--- src/ixt_config.svh ---
// Sizing macros for the register mask and the microcode ROM
`ifndef IXT_CONFIG_SVH
`define IXT_CONFIG_SVH

// ====================
// Register list
// ====================

// Width of the register mask carried in the imm field of a multiple access
`define REG_MASK_BITS 13

// ====================
// Microcode
// ====================

// Every microcode sequence plays exactly this many instructions
`define UC_SEQ_LEN 4
// Four entry points of UC_SEQ_LEN words each
`define UC_ROM_DEPTH 16

`endif

--- src/ucode_rom.mem ---
// One 32-bit instruction word per line, fields imm[31:19] rs1[18:13] rd[12:7] op[6:0]
// Four sequences of four words, entry n starts at word 4n
00402204
00084290
0010a311
00000000
01006384
0002c410
00204511
00186604
00008010
0040e891
00016a04
00000000
01f1ec84
00120f10
0008a111
00302304

--- src/ixt_pkg.sv ---
// Opcode enum, instruction and interrupt request structs, register sentinel
`include "ixt_config.svh"

package ixt_pkg;

	// ====================
	// Opcodes
	// ====================

	// The escape opcodes LDM, STM and UCODE never reach decode directly
	typedef enum logic [6:0] {
		OP_NOP   = 7'h00,
		OP_ADD   = 7'h04,
		OP_LD    = 7'h10,
		OP_ST    = 7'h11,
		OP_LDM   = 7'h12,
		OP_STM   = 7'h13,
		OP_SYS   = 7'h20,
		OP_UCODE = 7'h3f
	} op_t;

	// Architectural register number
	typedef logic [5:0] aregno_t;

	// All ones marks an empty register slot
	localparam aregno_t AREG_NONE = 6'h3f;

	// Top bit of imm in an injected system call flags a hardware interrupt
	localparam logic FN_IRQ = 1'b1;

	// ====================
	// Structs
	// ====================

	// Field order from the top matches the 32-bit instruction word
	typedef struct packed {
		logic [`REG_MASK_BITS-1:0] imm;
		aregno_t                   rs1;
		aregno_t                   rd;
		op_t                       op;
	} instruction_t;

	// Priority level and vector of a hardware interrupt request
	typedef struct packed {
		logic [2:0] level;
		logic [8:0] vect;
	} irq_req_t;

endpackage

--- src/irq_inject.sv ---
// Interrupt request latch with pending and in-service tracking
`timescale 1ns/1ps

module irq_inject (
	input  logic              clk,
	input  logic              rst,
	input  ixt_pkg::irq_req_t irq_i,
	input  logic [2:0]        irq_mask_i,
	input  logic              take_i,
	output logic              pending_o,
	output ixt_pkg::irq_req_t req_o
);
	import ixt_pkg::*;

	logic     pending_q;
	logic     in_service_q;
	irq_req_t req_q;
	logic     qualify;

	// A request counts only when its level is strictly above the mask
	assign qualify = irq_i.level > irq_mask_i;

	always_ff @(posedge clk) begin
		if (rst) begin
			pending_q    <= 1'b0;
			in_service_q <= 1'b0;
		end else begin
			if (pending_q) begin
				// Hold the request until the mux has put it in a slot
				if (take_i) begin
					pending_q    <= 1'b0;
					in_service_q <= 1'b1;
				end
			end else if (in_service_q) begin
				// Re-arm only once the source has dropped its level
				if (irq_i.level == 3'd0)
					in_service_q <= 1'b0;
			end else if (qualify) begin
				pending_q <= 1'b1;
			end
		end
	end

	// The captured request stays frozen while pending or in service
	always_ff @(posedge clk) begin
		if (!pending_q && !in_service_q && qualify)
			req_q <= irq_i;
	end

	assign pending_o = pending_q;
	assign req_o     = req_q;

endmodule

--- src/reglist_seq.sv ---
// Register mask walker for load-multiple and store-multiple expansion
`timescale 1ns/1ps
`include "ixt_config.svh"

module reglist_seq (
	input  logic                  clk,
	input  logic                  rst,
	input  logic                  en_i,
	input  logic                  start_i,
	input  ixt_pkg::instruction_t ins_i,
	output logic                  busy_o,
	output ixt_pkg::instruction_t held_o,
	output ixt_pkg::aregno_t      reg_o,
	output ixt_pkg::aregno_t      count_o
);
	import ixt_pkg::*;

	logic [`REG_MASK_BITS-1:0] mask_q;
	instruction_t              held_q;
	aregno_t                   count_q;

	// ====================
	// Mask and count
	// ====================

	always_ff @(posedge clk) begin
		if (rst) begin
			mask_q  <= '0;
			count_q <= '0;
		end else if (start_i) begin
			// The mask travels in the imm field of the escape instruction
			mask_q  <= ins_i.imm;
			count_q <= '0;
		end else if (en_i && busy_o) begin
			// Subtracting one and masking clears exactly the lowest set bit
			mask_q  <= mask_q & (mask_q - 1'b1);
			count_q <= count_q + 1'b1;
		end
	end

	// Opcode and the other fields are reused for every expanded access
	always_ff @(posedge clk) begin
		if (start_i)
			held_q <= ins_i;
	end

	// ====================
	// Lowest set bit
	// ====================

	// Scan from the top so the last hit is the lowest register number
	always_comb begin
		reg_o = AREG_NONE;
		for (int i = `REG_MASK_BITS - 1; i >= 0; i--) begin
			if (mask_q[i])
				reg_o = aregno_t'(i);
		end
	end

	// An empty mask means the expansion is over or never began
	assign busy_o  = |mask_q;
	assign held_o  = held_q;
	assign count_o = count_q;

endmodule

--- src/ucode_seq.sv ---
// Microcode ROM with a fixed-length sequence player
`timescale 1ns/1ps
`include "ixt_config.svh"

module ucode_seq (
	input  logic                  clk,
	input  logic                  rst,
	input  logic                  en_i,
	input  logic                  start_i,
	input  logic [1:0]            entry_i,
	output logic                  busy_o,
	output ixt_pkg::instruction_t uc_ins_o
);
	import ixt_pkg::*;

	localparam int ADDR_W = $clog2(`UC_ROM_DEPTH);
	localparam int STEP_W = $clog2(`UC_SEQ_LEN);

	typedef enum logic {
		IDLE,
		RUN
	} uc_state_t;

	logic [31:0]       rom [0:`UC_ROM_DEPTH-1];
	uc_state_t         state_q;
	logic [STEP_W-1:0] step_q;
	logic [ADDR_W-1:0] base_q;
	logic [ADDR_W-1:0] addr;

	// ROM image is shared with the testbench model
	initial begin
		$readmemh("/design/src/ucode_rom.mem", rom);
	end

	// ====================
	// Sequencer
	// ====================

	always_ff @(posedge clk) begin
		if (rst) begin
			state_q <= IDLE;
			step_q  <= '0;
		end else if (start_i) begin
			state_q <= RUN;
			step_q  <= '0;
		end else if (en_i && state_q == RUN) begin
			step_q <= step_q + 1'b1;
			// The last word has just gone out on this advance
			if (step_q == STEP_W'(`UC_SEQ_LEN - 1))
				state_q <= IDLE;
		end
	end

	// Each entry selects a block of UC_SEQ_LEN consecutive words
	always_ff @(posedge clk) begin
		if (start_i)
			base_q <= ADDR_W'(entry_i * `UC_SEQ_LEN);
	end

	assign addr     = base_q + ADDR_W'(step_q);
	assign busy_o   = state_q == RUN;
	assign uc_ins_o = instruction_t'(rom[addr]);

endmodule

--- src/ins_extract_mux.sv ---
// Instruction slot selector with list rewrite, interrupt injection and start strobes
`timescale 1ns/1ps
`include "ixt_config.svh"

module ins_extract_mux (
	input  logic                  clk,
	input  logic                  rst,
	input  logic                  en_i,
	input  ixt_pkg::instruction_t ins_i,
	input  logic                  pack_regs_i,
	input  logic [2:0]            scale_regs_i,
	input  logic                  pending_i,
	input  ixt_pkg::irq_req_t     irq_req_i,
	input  logic                  list_busy_i,
	input  ixt_pkg::instruction_t held_i,
	input  ixt_pkg::aregno_t      reg_i,
	input  ixt_pkg::aregno_t      count_i,
	input  logic                  uc_busy_i,
	input  ixt_pkg::instruction_t uc_ins_i,
	output logic                  irq_take_o,
	output logic                  start_list_o,
	output logic                  start_uc_o,
	output logic [1:0]            uc_entry_o,
	output logic                  stall_o,
	output ixt_pkg::instruction_t ins_o
);
	import ixt_pkg::*;

	localparam instruction_t NOP_INS = '{imm: '0, rs1: '0, rd: '0, op: OP_NOP};

	logic                      seq_busy;
	logic                      accept;
	logic                      is_list;
	logic [`REG_MASK_BITS-1:0] offset;
	instruction_t              list_ins;
	instruction_t              irq_ins;
	instruction_t              next_ins;

	// ====================
	// Slot arbitration
	// ====================

	assign seq_busy = list_busy_i | uc_busy_i;
	// An interrupt takes the first free slot ahead of fetch
	assign irq_take_o = en_i & ~seq_busy & pending_i;
	assign accept     = en_i & ~seq_busy & ~pending_i;
	assign is_list    = ins_i.op == OP_LDM || ins_i.op == OP_STM;

	assign start_list_o = accept & is_list;
	assign start_uc_o   = accept & (ins_i.op == OP_UCODE);
	assign uc_entry_o   = ins_i.imm[1:0];

	// Fetch holds its instruction while anything else owns the slot
	assign stall_o = seq_busy | pending_i;

	// ====================
	// Slot contents
	// ====================

	// Offset base is either the register number or the running count
	assign offset = `REG_MASK_BITS'(pack_regs_i ? count_i : reg_i) << scale_regs_i;

	always_comb begin
		list_ins     = held_i;
		list_ins.imm = offset;
		// A store names its data register in rs1, a load in rd
		if (held_i.op == OP_STM) begin
			list_ins.op  = OP_ST;
			list_ins.rs1 = reg_i;
		end else begin
			list_ins.op = OP_LD;
			list_ins.rd = reg_i;
		end
	end

	// System call with the vector split across rs1 and imm
	assign irq_ins = '{
		imm: {FN_IRQ, 3'd0, irq_req_i.vect[8:6], 3'd0, irq_req_i.level},
		rs1: irq_req_i.vect[5:0],
		rd:  '0,
		op:  OP_SYS
	};

	always_comb begin
		if (list_busy_i)
			next_ins = list_ins;
		else if (uc_busy_i)
			next_ins = uc_ins_i;
		else if (pending_i)
			next_ins = irq_ins;
		else if (is_list || ins_i.op == OP_UCODE)
			next_ins = NOP_INS;
		else
			next_ins = ins_i;
	end

	always_ff @(posedge clk) begin
		if (rst)
			ins_o <= NOP_INS;
		else if (en_i)
			ins_o <= next_ins;
	end

endmodule

--- src/ins_extract_top.sv ---
// Extract stage top with the interrupt, list and microcode sources and the slot mux
`timescale 1ns/1ps

module ins_extract_top (
	input  logic                  clk,
	input  logic                  rst,
	input  logic                  en_i,
	input  ixt_pkg::instruction_t ins_i,
	input  ixt_pkg::irq_req_t     irq_i,
	input  logic [2:0]            irq_mask_i,
	input  logic                  pack_regs_i,
	input  logic [2:0]            scale_regs_i,
	output logic                  stall_o,
	output ixt_pkg::instruction_t ins_o
);
	import ixt_pkg::*;

	logic         pending;
	logic         irq_take;
	irq_req_t     irq_req;
	logic         start_list;
	logic         list_busy;
	instruction_t held;
	aregno_t      list_reg;
	aregno_t      list_count;
	logic         start_uc;
	logic [1:0]   uc_entry;
	logic         uc_busy;
	instruction_t uc_ins;

	// Interrupt source
	irq_inject u_irq (
		.clk(clk), .rst(rst), .irq_i(irq_i), .irq_mask_i(irq_mask_i),
		.take_i(irq_take), .pending_o(pending), .req_o(irq_req)
	);

	// Load/store-multiple expansion
	reglist_seq u_list (
		.clk(clk), .rst(rst), .en_i(en_i), .start_i(start_list), .ins_i(ins_i),
		.busy_o(list_busy), .held_o(held), .reg_o(list_reg), .count_o(list_count)
	);

	// Microcode playback
	ucode_seq u_uc (
		.clk(clk), .rst(rst), .en_i(en_i), .start_i(start_uc), .entry_i(uc_entry),
		.busy_o(uc_busy), .uc_ins_o(uc_ins)
	);

	// Slot selection and output register
	ins_extract_mux u_mux (
		.clk(clk), .rst(rst), .en_i(en_i), .ins_i(ins_i),
		.pack_regs_i(pack_regs_i), .scale_regs_i(scale_regs_i),
		.pending_i(pending), .irq_req_i(irq_req),
		.list_busy_i(list_busy), .held_i(held), .reg_i(list_reg), .count_i(list_count),
		.uc_busy_i(uc_busy), .uc_ins_i(uc_ins),
		.irq_take_o(irq_take), .start_list_o(start_list), .start_uc_o(start_uc),
		.uc_entry_o(uc_entry), .stall_o(stall_o), .ins_o(ins_o)
	);

endmodule

--- config.mk ---
export PLATFORM = sky130hd
export DESIGN_NAME = ins_extract_top
export DESIGN_NICKNAME = d
export VERILOG_FILES = /design/src/ixt_pkg.sv /design/src/irq_inject.sv /design/src/reglist_seq.sv /design/src/ucode_seq.sv /design/src/ins_extract_mux.sv /design/src/ins_extract_top.sv
export VERILOG_INCLUDE_DIRS = /design/src
export SDC_FILE = /design/constraint.sdc
export NUM_CORES = 1
export LEC_CHECK = 0
export BUFFER_PORTS_ARGS = -buffer_cell sky130_fd_sc_hd__buf_2
export CORE_MARGIN = 10
export CORE_UTILIZATION = 48
export DETAILED_ROUTE_END_ITERATION = 16
export GPL_ROUTABILITY_DRIVEN = 0
export MAX_ROUTING_LAYER = met4
export PLACE_DENSITY = 0.7
export SLEW_MARGIN = 20
export SYNTH_ARGS = -nofsm -noshare
export SYNTH_HDL_FRONTEND = slang
export SYNTH_HIERARCHICAL = 1
export SYNTH_SLANG_ARGS = --single-unit
--- constraint.sdc ---
create_clock -name clk -period 6.2 [get_ports clk]
set_input_delay 0.62 -clock clk [delete_from_list [all_inputs] [get_ports clk]]
set_output_delay 0.62 -clock clk [all_outputs]
set_load 0.01 [all_outputs]
### Word level (Yosys, flattened, before mapping)

Cells that the tools add are included.

* magnitude comparators: 1
* bitwise operators: 10
* multiplexer cells: 34
* eq/ne operators: 6
* shift operators: 1
* add/subtract/negate cells: 3
* reductions and logical operators: 16

Operator list (count)
* two-way mux 32 bit: 4
* two-way mux 6 bit: 16
* two-way mux 13 bit: 2
* == test 7 x 5 -> 1 bit (second input constant): 3
* AND 13 bit: 1
* OR reduction 13 bit: 1
* left shift 13 x 3 -> 13 bit: 1
* subtractor 13 x 1 -> 13 bit (second input constant): 1
* two-way mux 1 bit: 12
* == test 7 x 6 -> 1 bit (second input constant): 1
* adder 6 x 1 -> 6 bit (second input constant): 1
* nonzero test 2 bit: 3
* AND 1 bit: 5
* logical AND 1 bit: 4
* OR reduction 2 bit: 2
* > comparator 3 bit: 1
* logical NOT 3 bit: 1
* adder 2 x 1 -> 2 bit (second input constant): 1
* == test 2 bit (second input constant): 1
* logical NOT 1 bit: 2
* logical OR 1 bit: 2
* != test 2 bit (second input constant): 1
* inverter 1 bit: 2
* bitwise OR 1 bit: 2
* AND reduction 2 bit: 1

* output and inout bits: 33
* bits of input ports: 54
* word-level logic and storage cells: 86
* register bits: 87

### Logic depth before layout (Yosys ltp)

Gate-level depths: netlist (run 1).

* depth after elaboration: 16
* mapped depth: 11
* gate-level depth less buffers: 10

### Modules after synthesis

Netlist (run 1), hierarchy kept.

By module, submodules not included
* ins_extract_mux: area an instance 2250.9 um2, instances 1, seq. area each 640.6 um2, cells each 264
* reglist_seq: area an instance 1961.9 um2, instances 1, seq. area each 1341.3 um2, cells each 151
* irq_inject: area an instance 521.8 um2, instances 1, seq. area each 400.4 um2, cells each 31
* ucode_seq: area an instance 391.6 um2, instances 1, seq. area each 60.1 um2, cells each 45

### Worst setup path before layout (run 1)

OpenSTA, ideal clock, no wires.

* path kind: register to register
* start point: register u_list.mask_q[4]
* end point: register u_list.mask_q[11]
* data arrival time: 4.491 ns
* required time: 6.068 ns
* slack: 1.577 ns
* cell stages (with the launch flop): 12
* cells stage by stage: dfxtp_1 or4_4 nor4_4 inv_1 nand2b_1 nor3_2 nand2b_1 nor2_1 inv_1 buf_2 o311ai_0 a21oi_1

* cells in the longest elaborated chain, start to end: 7
* elaborated cells on any way between the ends: 12
* classes of those cells: add/sub (1); mux (2); bitwise (6); reduce/logical (3)

RTL lines
* start: declaration: RTL line reglist_seq.sv:18 `` logic [`REG_MASK_BITS-1:0] mask_q; ``
* start signal: assignment: RTL line reglist_seq.sv:32 `mask_q <= ins_i.imm;`
* start signal: assignment: RTL line reglist_seq.sv:36 `mask_q <= mask_q & (mask_q - 1'b1);`
* OR reduction 13 bit *: RTL line reglist_seq.sv:61 `assign busy_o = |mask_q;`
* via list_busy: RTL line ins_extract_top.sv:22 `logic list_busy;`
* bitwise OR 1 bit *: RTL line ins_extract_mux.sv:43 `assign seq_busy = list_busy_i | uc_busy_i;`
* inverter 1 bit *: RTL line ins_extract_mux.sv:46 `assign accept = en_i & ~seq_busy & ~pending_i;`
* AND 1 bit * (2 in a row): RTL line ins_extract_mux.sv:46
* AND 1 bit *: RTL line ins_extract_mux.sv:49 `assign start_list_o = accept & is_list;`
* via start_list: RTL line ins_extract_top.sv:21 `logic start_list;`
* two-way mux 13 bit / nonzero test 2 bit (equally long branches)

Mark *: on every way through the listed nets, which the timed path passes. The rest lies on a longest branch. The select of a mux whose other input is x is not followed.
A chain may end at the register's enable or synchronous reset.

### Final worst setup path (run 1)

* start point: register u_list.mask_q[4]
* end point: output stall_o

* cells in the longest elaborated chain, start to end: 3

RTL lines
* OR reduction 13 bit: RTL line reglist_seq.sv:61
* via list_busy: RTL line ins_extract_top.sv:22
* bitwise OR 1 bit: RTL line ins_extract_mux.sv:43
* bitwise OR 1 bit: RTL line ins_extract_mux.sv:54 `assign stall_o = seq_busy | pending_i;`
* end: declaration: RTL line ins_extract_top.sv:13 `output logic stall_o,`

The timed path passes the listed nets, and every way through them passes these cells.

==> reports/metrics.yaml, run 1 <==
min_from: "irq_i[5]"
critPathMaxFanout: 17
synth_cells: 476
grt_pass1_vias: 4000
overflow: 0
dieHeight_um: 119.2
drt_pass1_iterations: 5
clk_pin_slew_ns: 0.10
clkSinkCount: 87
yosys_warnings: 6
grt_util_all_layers_pct: 18.89
crit_slowest_cell: "nor3_1"
critPathMostFrequentCell: "inv_1"
cts_resized: 0
start_util_pct: 48.75
setup_viol: 0
via_per_inst: 5.831
grt_pass1_wl_um: 21250
antennaDiodeCount: 0
postCtsSetupRepairBufs: 0
crit_path_start_kind: "flop"
outcome: "complete, no violations"
hp-class: "in -> reg"
final_antenna_net_count: 0
vias: 4000
io_buffers: 86
max_stage_delay_ns: 0.93
r2r_cells: 10
whs_endpoint: "u_irq/req_o[5]$_DFFE_PP_"
slew_violations: 0
clock.fmax_mhz: 228.9
mostFrequentLayoutCells: "buf_2 (86), dfxtp_1 (56), nand2_1 (40), a21oi_1 (39), conb_1 (32)"
worst_path_dominant_cell_family: "simple AND/OR/NAND/NOR gates"
cellLeakagePower_uw: 0.001990
synthesis.area_um2: 4721
rr_endpoint: "u_list/mask_q[10]$_SDFFE_PP0P_"
irDropWorstVdd_mv: 0.1497
required_ns: 5.58
cp_num_buf_inv: 3
min_path_cells: 1
grt_start_max_net_pins: 53
clk_latency_ns: 0.37
avgRoutedWirePerCell_um: 19.04
die_width_um: 119.2
worst_pin_slew_ns: 1.202
tns_ns: 0
drtIter0Drc: 412
drive_gt1_share_pct: 25.50
pin_count: 87
htreeDepth: 3
dp_hpwl_um: 9401
use_met2_pct: 28.70
finalHoldViolCount: 0
synthToLayoutAreaGrowth_pct: 11.08
core_um2: 9684
numCtsBuffers: 9
maxCapViolations: 0
cp-end-kind: "output port"
fin_crit_sh_pct: 70.46
clock_path_buffers: 2
min_period_ns: 4.369
critPathArrivalTime_ns: 3.75
syn_avg_cell_area_um2: 9.918
fin_nets: 607
rsz0062_at_grt: "false"
cts_tree: "yes"
power_uw: 1225
pwr_density_cell_nw_per_um2: 233.6
holdBufCountCts: 0
fillers: 898
gr-usage-met1_pct: 24.21
worst-r2r-setup-slack_ns: 1.86
final_common_cell: "buf_2"
antenna_found_initial: 0
cp_cell_sequence: "or4_4 -> nor4_4 -> inv_1 -> nor3_1 -> inv_1 -> buf_2"
die_area_um2: 14200
wl_um: 13060
busiest_layer: "met2"
rows: 36
reg2reg_from: "u_list/mask_q[4]$_SDFFE_PP0P_"
met3_usage_pct: 3.401
crit_type: "reg -> out"
drc: 0
slew-limit-headroom_pct: 18.80
clock_skew_ns: 0.01093
cts-root-buf: "clkbuf_8"
==> registers in the layout (all words and copies together), names as in the netlist <==
| signal | flops |
|---|---|
| u_uc/step_q | 2 |
| u_list/mask_q | 13 |
| u_list/count_o | 6 |
| u_mux/ins_o | 32 |
| u_uc/busy_o | 1 |
| u_irq/pending_o | 1 |
| u_list/held_o | 19 |
| u_irq/req_o | 12 |
| u_irq/in_service_q | 1 |
==> where the power goes <==
group	leakage, µW	internal (µW)	switching, µW
logic	0.00116	81.9	120
registers	0.000742	626	21.3
clock network	0.0000866	150	225
==> per-stage QoR <==
stage	util, %	cell area (µm²)	hold slack, ns	setup slack [ns]	cells
CTS	54.15	5244	0.4082	1.897	686
detailed placement	52.30	5065	0.4466	1.926	670
global placement	52.30	5065	0.4424	2.129	670
global route	54.15	5244	0.4057	1.541	686
floorplan	-	4837	0.4701	2.183	507
finish	54.15	5244	0.4191	1.831	686
==> cell type report <==
class	count	area (µm²)	share of cell area (%)
sequential	87	2052	39.13
multi-input combinational	346	2333	44.50
timing repair buffer	90	460.4	8.781
inverter	14	52.55	1.002
clock inverter	7	55.05	1.050
tap	133	166.4	3.173
clock buffer	9	123.9	2.362
==> layer usage <==
metal  routed length [µm]  part of all wire, %
met3                  945                  7.2
met2                 5964                   46
met1                 5768                   44
met5                    0                    0
met4                  384                  2.9
==> worst reg2reg max path: stages (launching register included) <==
cell and delay (ns):
dfxtp_1 0.37, or4_4 0.61, nor4_4 0.75, inv_1 0.45, nand2b_1 0.32, nor3_2 0.18, nand2b_1 0.11, nor2_2 0.65
inv_1 0.42, o311ai_0 0.23, a21oi_1 0.11
==> worst max-delay path by stage <==
stage / from / endpoint / slack (ns) / cells past startpoint
2_1_floorplan: u_list/mask_q[4]$_SDFFE_PP0P_ / u_list/mask_q[11]$_SDFFE_PP0P_ / 2.18 / 11
3_3_place_gp: u_list/mask_q[4]$_SDFFE_PP0P_ / u_list/mask_q[10]$_SDFFE_PP0P_ / 2.13 / 10
3_5_place_dp: u_list/mask_q[4]$_SDFFE_PP0P_ / u_list/mask_q[10]$_SDFFE_PP0P_ / 1.93 / 10
4_1_cts: u_list/mask_q[4]$_SDFFE_PP0P_ / stall_o / 1.90 / 6
5_1_grt: u_list/mask_q[4]$_SDFFE_PP0P_ / u_list/mask_q[11]$_SDFFE_PP0P_ / 1.54 / 10
6_report: u_list/mask_q[4]$_SDFFE_PP0P_ / stall_o / 1.83 / 6
Power figures use the tool's default switching activity.
==> run 2, diff against run 1 <==
--- a/config.mk
+++ b/config.mk
@@ -12,7 +12,7 @@
 export DETAILED_ROUTE_END_ITERATION = 16
 export GPL_ROUTABILITY_DRIVEN = 0
 export MAX_ROUTING_LAYER = met4
-export PLACE_DENSITY = 0.7
+export PLACE_DENSITY = 0.73
 export SLEW_MARGIN = 20
 export SYNTH_ARGS = -nofsm -noshare
 export SYNTH_HDL_FRONTEND = slang
==> constraint.sdc (replaced) <==
create_clock -name clk -period 3.9 [get_ports clk]
set_input_delay 0.39 -clock clk [delete_from_list [all_inputs] [get_ports clk]]
set_output_delay 0.39 -clock clk [all_outputs]
set_load 0.01 [all_outputs]
==> reports/metrics.yaml, run 2 (synthesized netlist as in run 1, its figures left out) <==
pin_count: 87  # unchanged
setup_ws_ns: 0.6349  # -1.197 ns
htreeDepth: 3  # unchanged
grt_util_all_layers_pct: 18.12  # -0.77 points
largest_reg_flops: 32  # unchanged
final_common_cell: "buf_2"
hp-class: "in -> reg"
pwr_density_cell_nw_per_um2: 380.4  # +63%
rsz0062_at_grt: "false"
critPathArrivalTime_ns: 3.49  # -0.26 ns
grt_pass1_wl_um: 20390  # -4.0%
placedCellCount: 676  # +0.90%
clock.fmax_mhz: 306.3
via_per_inst: 5.853  # +0.37%
drt_pass1_iterations: 5  # unchanged
grt_start_max_net_pins: 52  # -1.9%
top_register: "u_mux/ins_o"
mostFrequentLayoutCells: "buf_2 (86), dfxtp_1 (56), nand2_1 (40), a21oi_1 (39), conb_1 (32)"
tns_ns: 0  # unchanged
die_area_um2: 14200  # unchanged
clock_skew_ns: 0.01491  # +0.003981 ns
fin_crit_sh_pct: 83.72
rows: 36  # unchanged
cts_tree: "yes"
layoutNonFillerInstCount: 692  # +0.87%
overflow: 0  # unchanged
synthToLayoutAreaGrowth_pct: 12.78
wl_um: 12830  # -1.8%
antenna_found_initial: 0  # unchanged
setup_viol: 0  # unchanged
vias: 4050  # +1.3%
antennaDiodeCount: 0  # unchanged
cellLeakagePower_uw: 0.002034  # +2.2%
finalHoldViolCount: 0  # unchanged
power_uw: 2025  # +65%
cts-root-buf: "clkbuf_8"
die_width_um: 119.2  # unchanged
maxCapViolations: 0  # unchanged
slew-limit-headroom_pct: 37.73  # +19 points
critPathMaxFanout: 17  # unchanged
crit_path_start_kind: "flop"
clock_path_buffers: 2  # unchanged
clkSinkCount: 87  # unchanged
fin_nets: 613  # +0.99%
dp_slack_ns: 0.6675  # -1.258 ns
outcome: "complete, no violations"
drc: 0  # unchanged
io_buffers: 86  # unchanged
grt_pass1_vias: 3989  # -0.27%
irDropWorstVdd_mv: 0.1534  # +2.5%
crit_type: "reg -> reg"
final_antenna_net_count: 0  # unchanged
dieHeight_um: 119.2  # unchanged
cp-end-kind: "flop"
clk_latency_ns: 0.37  # about the same
core_um2: 9684  # unchanged
worst_pin_slew_ns: 0.9328  # -0.2694 ns
slew_violations: 0  # unchanged
avgRoutedWirePerCell_um: 18.53  # -2.7%
worst-r2r-setup-slack_ns: 0.63  # -1.23 ns
dp_hpwl_um: 9549  # +1.6%
start_util_pct: 48.75  # unchanged
holdBufCountCts: 0  # unchanged
clk_pin_slew_ns: 0.09  # about the same
cts_resized: 0  # unchanged
postCtsSetupRepairBufs: 0  # unchanged
required_ns: 4.13  # -1.45 ns
numCtsBuffers: 9  # unchanged
drive_gt1_share_pct: 26.30  # +0.80 points
drtIter0Drc: 347  # -16%
min_period_ns: 3.265
-- run 2: cell count changes in the layout (fill, tap and decap cells not counted), sizes merged --
cell	before	now
buf	90	96
bufinv	0	1
clkbuf	9	10
clkinv	3	2
inv	16	15
-- run 2: cell type report --
type	instances	area (µm²)
fillers	888	4360
multi-input cells	346	2333
flip-flops and latches	87	2052
repair buffers	96	505.5
well taps	133	166.4
clock buffers	10	137.6
clock inverters	6	76.32
inverters	14	52.55
-- run 2: worst max-delay path, stage by stage, from the launching register on --
cell and delay (ns):
dfxtp_1 0.38, or4_4 0.61, nor4_4 0.26, buf_4 0.24, inv_1 0.24, nand2b_1 0.28
nor3_2 0.16, nand2b_1 0.12, nor2_2 0.13, buf_4 0.21, inv_1 0.21, o311ai_0 0.17
a21oi_1 0.11
-- run 2: path summary, 6_finish.rpt --
check	start	cells after the start	to
worst max-delay path	u_list/mask_q[4]$_SDFFE_PP0P_	12	u_list/mask_q[7]$_SDFFE_PP0P_
worst min-delay path	irq_i[4]	1	u_irq/req_o[4]$_DFFE_PP_
worst max register to register	u_list/mask_q[4]$_SDFFE_PP0P_	12	u_list/mask_q[7]$_SDFFE_PP0P_
worst min register to register	u_mux/ins_o[5]$_SDFFE_PP0P_	2	u_mux/ins_o[5]$_SDFFE_PP0P_
-- run 2: metrics by stage --
stage	hold slack [ns]	cell area, µm²	util (%)
after floorplan	0.4546	4840	-
after global placement	0.4423	5110	52.76
after detailed placement	0.4521	5110	52.76
after CTS	0.1738	5324	54.97
after global routing	0.1782	5324	54.97
final	0.1895	5324	54.97
-- run 2: routing by layer --
metal / wire (µm) / track usage, % / vias to the layer above
li1: - / - / 1923
met1: 5570 / 22.29 / 1917
met2: 5970 / 28.08 / 179
met3: 851 / 2.787 / 31
met4: 434 / 9.771 / 0
met5: 0 / - / -
-- run 2: report_power, final --
group / leakage [µW] / switching [µW] / internal (µW)
logic: 0.00119 / 191 / 135
registers: 0.000742 / 32.9 / 995
clock network: 0.000103 / 347 / 323
total: 0.00203 / 571 / 1450
